## src/rtl/conv_defs.svh

```systemverilog
`ifndef CONV_DEFS_SVH
`define CONV_DEFS_SVH

// bus and memory geometry
`define CONV_AWIDTH      32
`define CONV_DWIDTH      32
`define CONV_WBE_W       4
`define CONV_DMEM_DEPTH  16384
`define CONV_DMEM_IDX_W  14

`define CONV_WT_DIM      3          // kernel side

// address map
`define CONV_DMEM_BASE   32'h1000_0000
`define CONV_REG_BASE    32'h8000_0040

// register offsets inside the block
`define CONV_REG_CTRL    5'h00
`define CONV_REG_STATUS  5'h04
`define CONV_REG_FM_DIM  5'h08
`define CONV_REG_WT_OFF  5'h0C
`define CONV_REG_IFM_OFF 5'h10
`define CONV_REG_OFM_OFF 5'h14

`endif

```

## src/rtl/conv_pkg.sv

```systemverilog
`include "conv_defs.svh"

package conv_pkg;

    typedef logic [`CONV_AWIDTH-1:0]     addr_t;
    typedef logic [`CONV_DWIDTH-1:0]     word_t;
    typedef logic [`CONV_WBE_W-1:0]      wbe_t;
    typedef logic [`CONV_DMEM_IDX_W-1:0] widx_t;   // word index into dmem

    typedef struct packed {
        addr_t addr;
        word_t wdata;
        wbe_t  wbe;
        logic  rd;       // load when set, store otherwise
        logic  valid;    // single-cycle strobe
    } mem_req_t;

    typedef struct packed {
        widx_t idx;
        word_t wdata;
        wbe_t  wbe;
    } dport_t;

    typedef struct packed {
        widx_t fm_dim;
        widx_t wt_off;
        widx_t ifm_off;
        widx_t ofm_off;
    } conv_cfg_t;

    typedef enum logic [2:0] {IDLE, FETCH, ACC, WRITE, DONE} engine_state_t;

endpackage

```

## src/rtl/conv_ctrl_regs.sv

```systemverilog
`timescale 1ns/1ps
`include "conv_defs.svh"

module conv_ctrl_regs (
    input  logic                clk,
    input  logic                rst_i,
    input  conv_pkg::mem_req_t  bus_req_i,
    output conv_pkg::word_t     rdata_o,
    input  logic                idle_i,
    input  logic                finish_i,
    output logic                start_o,
    output logic                soft_rst_o,
    output conv_pkg::conv_cfg_t cfg_o
);

    localparam conv_pkg::addr_t REG_BASE = `CONV_REG_BASE;

    logic            reg_hit;
    logic            wr_en;
    logic [4:0]      offset;
    logic            done_q;
    logic            idle_now;
    logic            done_now;
    conv_pkg::widx_t wr_idx;
    conv_pkg::word_t rd_val;

    assign reg_hit = bus_req_i.valid && (bus_req_i.addr[31:5] == REG_BASE[31:5]);
    assign wr_en   = reg_hit && !bus_req_i.rd && (|bus_req_i.wbe);
    assign offset  = bus_req_i.addr[4:0];
    assign wr_idx  = bus_req_i.wdata[`CONV_DMEM_IDX_W-1:0];

    // a strobe still in flight already counts in the status word
    assign idle_now = (idle_i && !start_o) || soft_rst_o;
    assign done_now = done_q && !start_o && !soft_rst_o;

    always_ff @(posedge clk) begin
        if (rst_i) begin
            start_o    <= 1'b0;
            soft_rst_o <= 1'b0;
            done_q     <= 1'b0;
            cfg_o      <= '0;
        end else begin
            start_o    <= wr_en && (offset == `CONV_REG_CTRL) && bus_req_i.wdata[0];
            soft_rst_o <= wr_en && (offset == `CONV_REG_CTRL) && bus_req_i.wdata[1];
            if (start_o || soft_rst_o) begin
                done_q <= 1'b0;
            end else if (finish_i) begin
                done_q <= 1'b1;           // sticky until next start
            end
            if (wr_en) begin
                case (offset)
                    `CONV_REG_FM_DIM:  cfg_o.fm_dim  <= wr_idx;
                    `CONV_REG_WT_OFF:  cfg_o.wt_off  <= wr_idx;
                    `CONV_REG_IFM_OFF: cfg_o.ifm_off <= wr_idx;
                    `CONV_REG_OFM_OFF: cfg_o.ofm_off <= wr_idx;
                    default: ;
                endcase
            end
        end
    end

    always_comb begin
        rd_val = '0;                      // ctrl reads as zero
        case (offset)
            `CONV_REG_STATUS:  rd_val[1:0] = {done_now, idle_now};
            `CONV_REG_FM_DIM:  rd_val[`CONV_DMEM_IDX_W-1:0] = cfg_o.fm_dim;
            `CONV_REG_WT_OFF:  rd_val[`CONV_DMEM_IDX_W-1:0] = cfg_o.wt_off;
            `CONV_REG_IFM_OFF: rd_val[`CONV_DMEM_IDX_W-1:0] = cfg_o.ifm_off;
            `CONV_REG_OFM_OFF: rd_val[`CONV_DMEM_IDX_W-1:0] = cfg_o.ofm_off;
            default: ;
        endcase
    end

    // zero for any load outside the block
    always_ff @(posedge clk) begin
        if (bus_req_i.valid && bus_req_i.rd) begin
            rdata_o <= reg_hit ? rd_val : '0;
        end
    end

endmodule

```

## config.mk

```make
export PLATFORM = sky130hd
export DESIGN_NAME = conv_ctrl_regs
export DESIGN_NICKNAME = d
export VERILOG_FILES = /design/src/rtl/conv_pkg.sv /design/src/rtl/conv_ctrl_regs.sv
export VERILOG_INCLUDE_DIRS = /design/src /design/src/rtl
export SDC_FILE = /design/constraint.sdc
export NUM_CORES = 1
export LEC_CHECK = 0
export ABC_AREA = 1
export BUFFER_PORTS_ARGS = -buffer_cell sky130_fd_sc_hd__buf_2
export CAP_MARGIN = 20
export CORE_UTILIZATION = 53
export CTS_CLUSTER_DIAMETER = 200
export CTS_CLUSTER_SIZE = 24
export DETAILED_ROUTE_END_ITERATION = 6
export PLACE_DENSITY_LB_ADDON = 0.3
export SLEW_MARGIN = 40
export SYNTH_ARGS = -nofsm -noshare
export SYNTH_HDL_FRONTEND = slang
export SYNTH_SLANG_ARGS = --single-unit
export TNS_END_PERCENT = 20
```

## constraint.sdc

```tcl
create_clock -name clk -period 3.1 [get_ports clk]
set_clock_uncertainty 0.15 [all_clocks]
set_input_delay 0.775 -clock clk [delete_from_list [all_inputs] [get_ports clk]]
set_output_delay 0.775 -clock clk [all_outputs]
set_load 0.02 [all_outputs]
```

==> metrics.txt <==
residual DRC count 0; worst hold path type reg -> reg; Die Wd 91.4 um; synthesis-stage register bit count 73; Post-CTS Setup Bufs 0; H-Tree Depth 3; Final nets 815; Yosys Warn Count 0; Worst-path clk slew 0.08 ns; grt total ovfl 0; Via density 4.97; worst-skew pair later-pin latency 0.35 ns; core region area 0.00773 mm^2; chip height 91.4 um; sequential fraction of the synthesis area 37.8%; Worst VDD drop 0.000211 V; Max Cap Viol 0; status finished clean; Setup crit end kind flop; synth unique cells 28; post-cts resize count 0; Root Buffer clkbuf_8; Post-CTS Hold Buffers 0; placed cells 832; drt total wl 11.2 mm; clock buffer count from CTS 9; setup_tns 0 ns; setup violators final 0; vias in the first global route 4,035; DR WL/cell 13.2 um; die area 0.00836 mm^2; RSZ-0062 raised after global routing no; CTS tree built; 1st-pass router iterations 5; Mapped Area 0.00424 mm^2; fillers 692; Cell Pwr Density 389 mW/mm^2; I/O Pins 164; HPWL after DPL 7.69 mm; critical-path cell list buf_2 > nor2_1 > nand2_1 > nor2_1 > nand2_1 > nor2_8 > nand2_1 > nor2_1; global-route wire length before repair 18.6 mm; fin cells 848; Worst-Margin Slew 0.703 ns; RePlAce Congestion 0.861; fin. max-slew vios 0; critical path class in -> reg; Starting Density 54.9%; DR iter-0 viols 268; cell family with most CP delay simple AND/OR/NAND/NOR gates; n_diodes 0; critical path's slowest cell nand2_1; Synth Instances 627; CP arrival 2.20 ns; f_max 464 MHz; Max clock buf depth 2; final worst path period need 2.15 ns; GR Util All Layers 28.2%; ys flop type dfxtp_1; number of flops mapped to enable cells by yosys 14; CP max FO 12; Worst setup SP type primary input; Layout Area Growth over Synthesis 19.1%; Req. time, crit path 3.14 ns; LEAKAGE 2.49 nW; remaining antenna violation count 0; Worst slew margin 53.1%; Site Rows 32; Critical Path Max Stage Delay 0.42 ns; vias post-DR 4,218; largest net degree at the start of global routing 57; CP bufs+invs 1; clock sinks 73; Synth async-reset ratio 0%; Final Hold Viols 0; final clock period utilization by the worst path 69.5%; syn_area_per_cell 6.76 um^2; initial antenna violation count 0; Buffers on Ports 127; layout cells sized above 1 27.1%
-- layout by cell type, fill, tap and decap left out, drive strengths merged, types with 2 or more instances in the layout --
cell      n
clkinv    4
a21oi     2
nor2    126
clkbuf   10
dfxtp    59
inv     139
o22ai    25
edfxtp   14
o21ai     4
nand3     6
conb     18
bufinv    2
nand4    56
nand2   138
buf     135
nor3      4
-- cells by family (layout without fill, tap and decap cells) --
kind of cell	Yosys count	in the layout	synth area share, %
AND/OR/NAND/NOR	331	331	37.3
buffers and inverters	188	290	19.6
flip-flops	73	73	37.8
AO/OA/AOI/OAI	34	34	5.20
other	1	18	0.0885
-- final cells by class --
class | count | area [um^2] | share of cell area (%)
Sequential cell | 73 | 1600 | 31.7
Clock inverter | 6 | 83.8 | 1.66
Timing Repair Buffer | 135 | 708 | 14.0
Clock buffer | 10 | 128 | 2.53
Multi-Input combinational cell | 383 | 1880 | 37.2
Tap cell | 102 | 128 | 2.53
Inverter | 139 | 522 | 10.3
-- power breakdown --
part	internal, W	leakage, nW	switching (W)	total, W
combinational	0.0000548	1.76	0.000123	0.000178
sequential	0.000971	0.612	0.00000172	0.000972
clock	0.000451	0.110	0.000361	0.000811
total	0.00148	2.49	0.000486	0.00196
-- per-layer routing --
metal	GRT usage, %	part of all wire [%]
met1	35.7	42
met2	47.2	48
met4	11.6	2.1
met5	0	0
met3	4.77	7.4
-- state kept, by name, indices dropped and copies added (netlist names) --
signal,flops
cfg_o,56
done_q,1
rdata_o,14
soft_rst_o,1
start_o,1
-- per-stage QoR --
stage          hold WS [ns]  instance area (um^2)  utilization, %  total power (W)  setup WS [ns]
3_3_place_gp          0.352                  4840            62.6          0.00117          0.629
5_1_grt               0.419                  5050            65.3          0.00203          0.834
2_1_floorplan         0.325                  4300               -          0.00112           1.10
6_report              0.384                  5050            65.3          0.00196          0.946
4_1_cts               0.386                  5050            65.3          0.00196          0.941
3_5_place_dp          0.372                  4840            62.6          0.00117          0.574
-- synth_stat cells (2+ instances only) --
cell / instances / area share (%)
clkbuf_1: 9 / 0.80
nand4_1: 56 / 8.3
nand3_4: 4 / 1.7
buf_4: 21 / 3.7
buf_6: 4 / 1.1
o22ai_1: 25 / 3.7
nor2_1: 119 / 11
nor2_4: 4 / 1.1
nand2_2: 33 / 4.9
edfxtp_1: 14 / 9.9
nand3_1: 2 / 0.24
nor2_2: 2 / 0.30
nand2_1: 105 / 9.3
dfxtp_1: 59 / 28
o21ai_0: 4 / 0.47
inv_1: 133 / 12
inv_2: 6 / 0.53
buf_2: 14 / 1.7
nor3_1: 4 / 0.47
-- worst reg2reg max path, stage by stage, from the launching register on --
cell and delay (ns):
dfxtp_1 0.33, o21bai_1 0.15, nand2_1 0.07, o211ai_1 0.09, nor2_1 0.13, nor2_1 0.05
-- final timing paths --
| check | slack, ns | cells after the start | from | endpoint |
|---|---|---|---|---|
| max | 0.95 | 8 | bus_req_i[56] | rdata_o[3] |
| min | 0.38 | 4 | cfg_o[16] | cfg_o[16] |
| max reg2reg | 1.89 | 5 | soft_rst_o | rdata_o[0] |
| min reg2reg | 0.38 | 4 | cfg_o[16] | cfg_o[16] |
Note: power is estimated with default switching activity, not from simulation.
