## src/rtl/conv_defs.svh

```systemverilog
`ifndef CONV_DEFS_SVH
`define CONV_DEFS_SVH

// bus and memory geometry
`define CONV_AWIDTH      32
`define CONV_DWIDTH      32
`define CONV_WBE_W       4
`define CONV_DMEM_DEPTH  16384
`define CONV_DMEM_IDX_W  14

`define CONV_WT_DIM      3          // kernel side

// address map
`define CONV_DMEM_BASE   32'h1000_0000
`define CONV_REG_BASE    32'h8000_0040

// register offsets inside the block
`define CONV_REG_CTRL    5'h00
`define CONV_REG_STATUS  5'h04
`define CONV_REG_FM_DIM  5'h08
`define CONV_REG_WT_OFF  5'h0C
`define CONV_REG_IFM_OFF 5'h10
`define CONV_REG_OFM_OFF 5'h14

`endif

```

## src/rtl/conv_pkg.sv

```systemverilog
`include "conv_defs.svh"

package conv_pkg;

    typedef logic [`CONV_AWIDTH-1:0]     addr_t;
    typedef logic [`CONV_DWIDTH-1:0]     word_t;
    typedef logic [`CONV_WBE_W-1:0]      wbe_t;
    typedef logic [`CONV_DMEM_IDX_W-1:0] widx_t;   // word index into dmem

    typedef struct packed {
        addr_t addr;
        word_t wdata;
        wbe_t  wbe;
        logic  rd;       // load when set, store otherwise
        logic  valid;    // single-cycle strobe
    } mem_req_t;

    typedef struct packed {
        widx_t idx;
        word_t wdata;
        wbe_t  wbe;
    } dport_t;

    typedef struct packed {
        widx_t fm_dim;
        widx_t wt_off;
        widx_t ifm_off;
        widx_t ofm_off;
    } conv_cfg_t;

    typedef enum logic [2:0] {IDLE, FETCH, ACC, WRITE, DONE} engine_state_t;

endpackage

```

## src/rtl/conv_engine.sv

```systemverilog
`timescale 1ns/1ps
`include "conv_defs.svh"

module conv_engine (
    input  logic                clk,
    input  logic                rst_i,
    input  logic                soft_rst_i,
    input  logic                start_i,
    input  conv_pkg::conv_cfg_t cfg_i,
    output logic                busy_o,
    output logic                idle_o,
    output logic                finish_o,
    output conv_pkg::dport_t    port_a_o,
    input  conv_pkg::word_t     rdata_a_i,
    output conv_pkg::dport_t    port_b_o
);

    localparam conv_pkg::widx_t WT   = `CONV_WT_DIM;
    localparam logic [1:0]      KMAX = 2'(`CONV_WT_DIM - 1);

    conv_pkg::engine_state_t state;

    conv_pkg::widx_t r;             // output row
    conv_pkg::widx_t c;             // output column
    logic [1:0]      ki;            // kernel row
    logic [1:0]      kj;            // kernel column
    logic            ph;            // 0 weight read, 1 input read
    conv_pkg::widx_t wt_ptr;
    conv_pkg::widx_t in_ptr;
    conv_pkg::widx_t win_base;      // top-left input of current window
    conv_pkg::widx_t out_ptr;
    conv_pkg::widx_t next_base;
    conv_pkg::widx_t row_skip;
    conv_pkg::word_t wt_q;
    conv_pkg::word_t acc;
    conv_pkg::word_t prod;
    logic            rd_vld_q;
    logic            rd_ph_q;
    logic            last_rd;
    logic            last_c;
    logic            last_out;

    assign last_c    = (c == cfg_i.fm_dim - WT);
    assign last_out  = last_c && (r == cfg_i.fm_dim - WT);
    assign last_rd   = ph && (kj == KMAX) && (ki == KMAX);
    assign next_base = last_c ? win_base + WT : win_base + 1'b1;
    assign row_skip  = cfg_i.fm_dim - (WT - 1'b1);
    assign prod      = $signed(wt_q) * $signed(rdata_a_i);   // low 32 bits kept

    assign busy_o   = (state != conv_pkg::IDLE);
    assign idle_o   = (state == conv_pkg::IDLE);
    assign finish_o = (state == conv_pkg::DONE);

    // port a only reads, weight and input alternate
    assign port_a_o.idx   = ph ? in_ptr : wt_ptr;
    assign port_a_o.wdata = '0;
    assign port_a_o.wbe   = '0;

    assign port_b_o.idx   = out_ptr;
    assign port_b_o.wdata = acc;
    assign port_b_o.wbe   = (state == conv_pkg::WRITE) ? '1 : '0;

    always_ff @(posedge clk) begin
        if (rst_i || soft_rst_i) begin
            state    <= conv_pkg::IDLE;
            rd_vld_q <= 1'b0;
        end else begin
            rd_vld_q <= (state == conv_pkg::FETCH);
            case (state)
                conv_pkg::IDLE:  if (start_i) state <= conv_pkg::FETCH;
                conv_pkg::FETCH: if (last_rd) state <= conv_pkg::ACC;
                conv_pkg::ACC:   state <= conv_pkg::WRITE;     // last product lands
                conv_pkg::WRITE: state <= last_out ? conv_pkg::DONE : conv_pkg::FETCH;
                default:         state <= conv_pkg::IDLE;
            endcase
        end
    end

    always_ff @(posedge clk) begin
        rd_ph_q <= ph;
        if (rd_vld_q) begin
            if (!rd_ph_q) begin
                wt_q <= rdata_a_i;
            end else begin
                acc <= acc + prod;
            end
        end
        case (state)
            conv_pkg::IDLE: begin
                if (start_i) begin
                    r        <= '0;
                    c        <= '0;
                    ki       <= '0;
                    kj       <= '0;
                    ph       <= 1'b0;
                    acc      <= '0;
                    wt_ptr   <= cfg_i.wt_off;
                    in_ptr   <= cfg_i.ifm_off;
                    win_base <= cfg_i.ifm_off;
                    out_ptr  <= cfg_i.ofm_off;
                end
            end
            conv_pkg::FETCH: begin
                ph <= !ph;
                if (!ph) begin
                    wt_ptr <= wt_ptr + 1'b1;
                end else if (kj == KMAX) begin
                    kj     <= '0;
                    ki     <= ki + 1'b1;
                    in_ptr <= in_ptr + row_skip;   // down to next kernel row
                end else begin
                    kj     <= kj + 1'b1;
                    in_ptr <= in_ptr + 1'b1;
                end
            end
            conv_pkg::WRITE: begin
                ki       <= '0;
                kj       <= '0;
                ph       <= 1'b0;
                acc      <= '0;
                wt_ptr   <= cfg_i.wt_off;
                win_base <= next_base;
                in_ptr   <= next_base;
                out_ptr  <= out_ptr + 1'b1;
                if (last_c) begin
                    c <= '0;
                    r <= r + 1'b1;
                end else begin
                    c <= c + 1'b1;
                end
            end
            default: ;
        endcase
    end

endmodule

```

## config.mk

```make
export PLATFORM = sky130hd
export DESIGN_NAME = conv_engine
export DESIGN_NICKNAME = d
export VERILOG_FILES = /design/src/rtl/conv_pkg.sv /design/src/rtl/conv_engine.sv
export VERILOG_INCLUDE_DIRS = /design/src /design/src/rtl
export SDC_FILE = /design/constraint.sdc
export NUM_CORES = 2
export LEC_CHECK = 0
export BUFFER_PORTS_ARGS = -buffer_cell sky130_fd_sc_hd__buf_2
export CORE_AREA = 2 2 237 239
export CTS_BUF_LIST = sky130_fd_sc_hd__clkbuf_4
export CTS_CLUSTER_DIAMETER = 60
export DETAILED_ROUTE_END_ITERATION = 8
export DIE_AREA = 0 0 239 241
export GPL_TIMING_DRIVEN = 1
export PLACE_DENSITY = 0.7
export SYNTH_ARGS = -nofsm -noshare
export SYNTH_HDL_FRONTEND = slang
export SYNTH_SLANG_ARGS = --single-unit
```

## constraint.sdc

```tcl
create_clock -name clk -period 9.38 [get_ports clk]
set_input_delay 0.938 -clock clk [delete_from_list [all_inputs] [get_ports clk]]
set_output_delay 0.938 -clock clk [all_outputs]
set_load 0.1 [all_outputs]
```

==> results.md <==
* Skew final at 0.0345 ns
* Seq/Total Area, Yosys at 16.7%
* CTS tree: done
* Multi-input combinational cell area at 19000 µm²
* Chip Height at 241 µm
* Final net count at 3668
* WHS Path Cells at 2
* DRT iter0 DRCs at 1207
* Min-Delay Endpoint: state[2]
* Fin crit share at 88.8%
* Setup total negative slack at 0 ns
* Number of enable flip-flop cells after synthesis at 121
* TritonCTS buffer count at 17
* Worst setup EP type: flop
* Post-DP HPWL at 54000 µm
* Post-CTS setup repair buffer count at 0
* Wire length per cell at 18.3 µm
* R2R cell count at 26
* CTS Root Cell: clkbuf_4
* # setup viols final at 0
* CTS max path bufs at 2
* Fin. max-slew vios at 0
* Reg2Reg Setup Slack at 1.05 ns
* Area grow syn2layout at 6.04%
* Total number of vias at 19.0k
* Drt pass-1 iters at 6
* FMAX at 120 MHz
* Antenna violations before repair at 7
* Status: completed
* Post-synthesis register bit count at 158
* Row count at 86
* Via density at 5.17
* Core area at 54900 µm²
* Initial Util at 47.8%
* Remaining antenna violation count after routing at 0
* Final Hold Vio Count at 0
* WP data required at 10.04 ns
* Ratio of cells with drive above 1 in the final layout at 8.33%
* # hold bufs at CTS at 0
* Gpl congestion at 0.909
* I/O pin count at 195
* Worst-Skew Late Latency at 0.76 ns
* Mapped Cells at 2866
* Number of global-route vias before repair at 19.7k
* CTS H-tree lvls at 4
* Ys Warns at 0
* Hold crit path type: primary input to flop
* Worst Hold Launch: rst_i
* Die area at 57600 µm²
* Max-Cap Viols at 0
* Largest net degree at the start of global routing at 62
* Ys flop type: edfxtp_1
* Chip Width at 239 µm
* GRT Overall Usage at 24.5%
* RSZ-0062 raised after global routing: no
* Reg2reg start: wt_q[8]
* Drt total wl at 67200 µm
* Mapped cell area at 26200 µm²
* Fillers at 5163
* Crit path DAT at 8.99 ns
* Resized cells post-CTS at 0
* First-pass GRT wire length at 108000 µm
* Port Buf Inserts at 158
* Ys async rst share at 0%
* Worst setup SP type: flop
* Synth cell types at 59
* Number of remaining DRC errors at 0
* FF-to-FF End: acc[31]
* TritonCTS Sinks at 158
* Mean post-synth cell area at 9.15 µm²
* Pin slew with the least headroom to its limit at 1.10 ns
* Sequential cell area at 4370 µm²
* Kind of critical path: flop to flop
* Fin crit period at 8.33 ns
* Crit path max fanout at 24
* Clock slew at reported path FFs at 0.17 ns
* Max_slew headroom at 26.7%
* Total gr overflow at 0
layer usage:
layer	GRT usage (%)	vias to the layer above	routed length, µm
met5	0	-	56
met4	8.54	8	2160
met3	5.10	131	4920
met2	40.8	630	32500
met1	31.9	9455	27500
li1	-	8779	-
critical path, cell delays in order (launching register included):
cell and delay, ns:
edfxtp_1 1.12, and2_1 0.26, fa_1 0.45, fa_1 0.52, inv_1 0.05, fa_1 0.48, inv_1 0.05, fa_1 0.50
inv_1 0.06, fa_1 0.55, inv_1 0.05, fa_1 0.45, fa_1 0.48, inv_1 0.05, fa_1 0.48, inv_1 0.06
ha_1 0.37, nand4_1 0.20, or4b_2 0.68, o211ai_1 0.19, a211oi_1 0.14, a21oi_1 0.27, o21a_1 0.16, nor2_1 0.07
o21a_1 0.20, xnor2_1 0.12, a211oi_1 0.23
cells in the mapped netlist (all sizes together) (19+ instances only):
cell type	count	share of area [%]
fa	440	34
nor2	72	1.0
a21oi	69	1.3
xnor2	147	4.9
nand2	389	5.6
buf	48	1.3
and2	320	7.6
clkbuf	109	1.7
a21o	19	0.54
ha	185	8.8
inv	590	8.4
nand3	28	0.53
edfxtp	121	14
xor2	55	1.8
o21ai	67	1.3
dfxtp	37	2.8
area by class of cell:
class	instances	area share, %
multi-input combinational	1996	68.3
sequential	158	15.7
inverter	590	7.96
timing repair buffer	188	3.65
tap	704	3.17
clock inverter	15	0.643
clock buffer	17	0.459
antenna	5	0.0450
worst max path at each step:
stage	startpoint	end	slack, ns
3_5_place_dp	rdata_a_i[8]	acc[31]	0.80
4_1_cts	wt_q[8]	acc[31]	1.15
3_3_place_gp	rdata_a_i[8]	acc[31]	0.93
6_report	wt_q[8]	acc[31]	1.05
2_1_floorplan	rdata_a_i[3]	acc[31]	1.50
5_1_grt	wt_q[8]	acc[31]	0.76
cell usage in the layout (no fill, tap or decap), types with 5 or more instances in the layout:
cell,n
a21o_1,19
fa_1,440
nor3_1,16
o21ai_0,67
dfxtp_1,37
buf_2,158
nor4_1,7
nand2b_1,6
or3_1,12
nand3_1,28
mux2_2,14
conb_1,36
diode_2,5
ha_1,185
nand4_1,18
o21bai_1,7
a21oi_1,69
clkbuf_4,17
xor2_1,55
buf_4,30
and3_1,16
inv_1,589
a211oi_1,10
a31oi_1,6
nor2_1,72
and2_1,320
edfxtp_1,121
nor2b_1,7
nand2_1,388
o21a_1,6
xnor2_1,147
kinds of logic after synthesis:
family | synth area share [%]
adders and majority gates | 42.4
DFF | 16.7
AOI/OAI and AO/OA | 4.70
other | 0.0143
muxes | 0.754
buffers and inverters | 11.4
xor gates and xnor gates | 6.75
and+or+nand+nor | 17.3
sequential cells by signal, summed over array words and instances, names as in the netlist:
register	flops
ki	2
kj	2
c	14
r	14
wt_q	32
state	3
out_ptr	14
in_ptr	14
win_base	14
rd_ph_q	1
acc	32
rd_vld_q	1
wt_ptr	14
ph	1
metrics by stage:
stage,util [%],setup WS [ns],hold slack [ns],instances,area (µm²)
6_report,50.7,1.05,0.383,3673,27800
5_1_grt,50.7,0.759,0.319,3672,27800
4_1_cts,50.6,1.15,0.312,3668,27800
3_5_place_dp,50.1,0.803,0.463,3636,27500
3_3_place_gp,50.1,0.932,0.453,3636,27500
2_1_floorplan,-,1.50,0.364,2901,26400
Power is left out: the tool's default activity adds up to more than one toggle a clock period on the data nets, which glitch-free logic cannot reach.
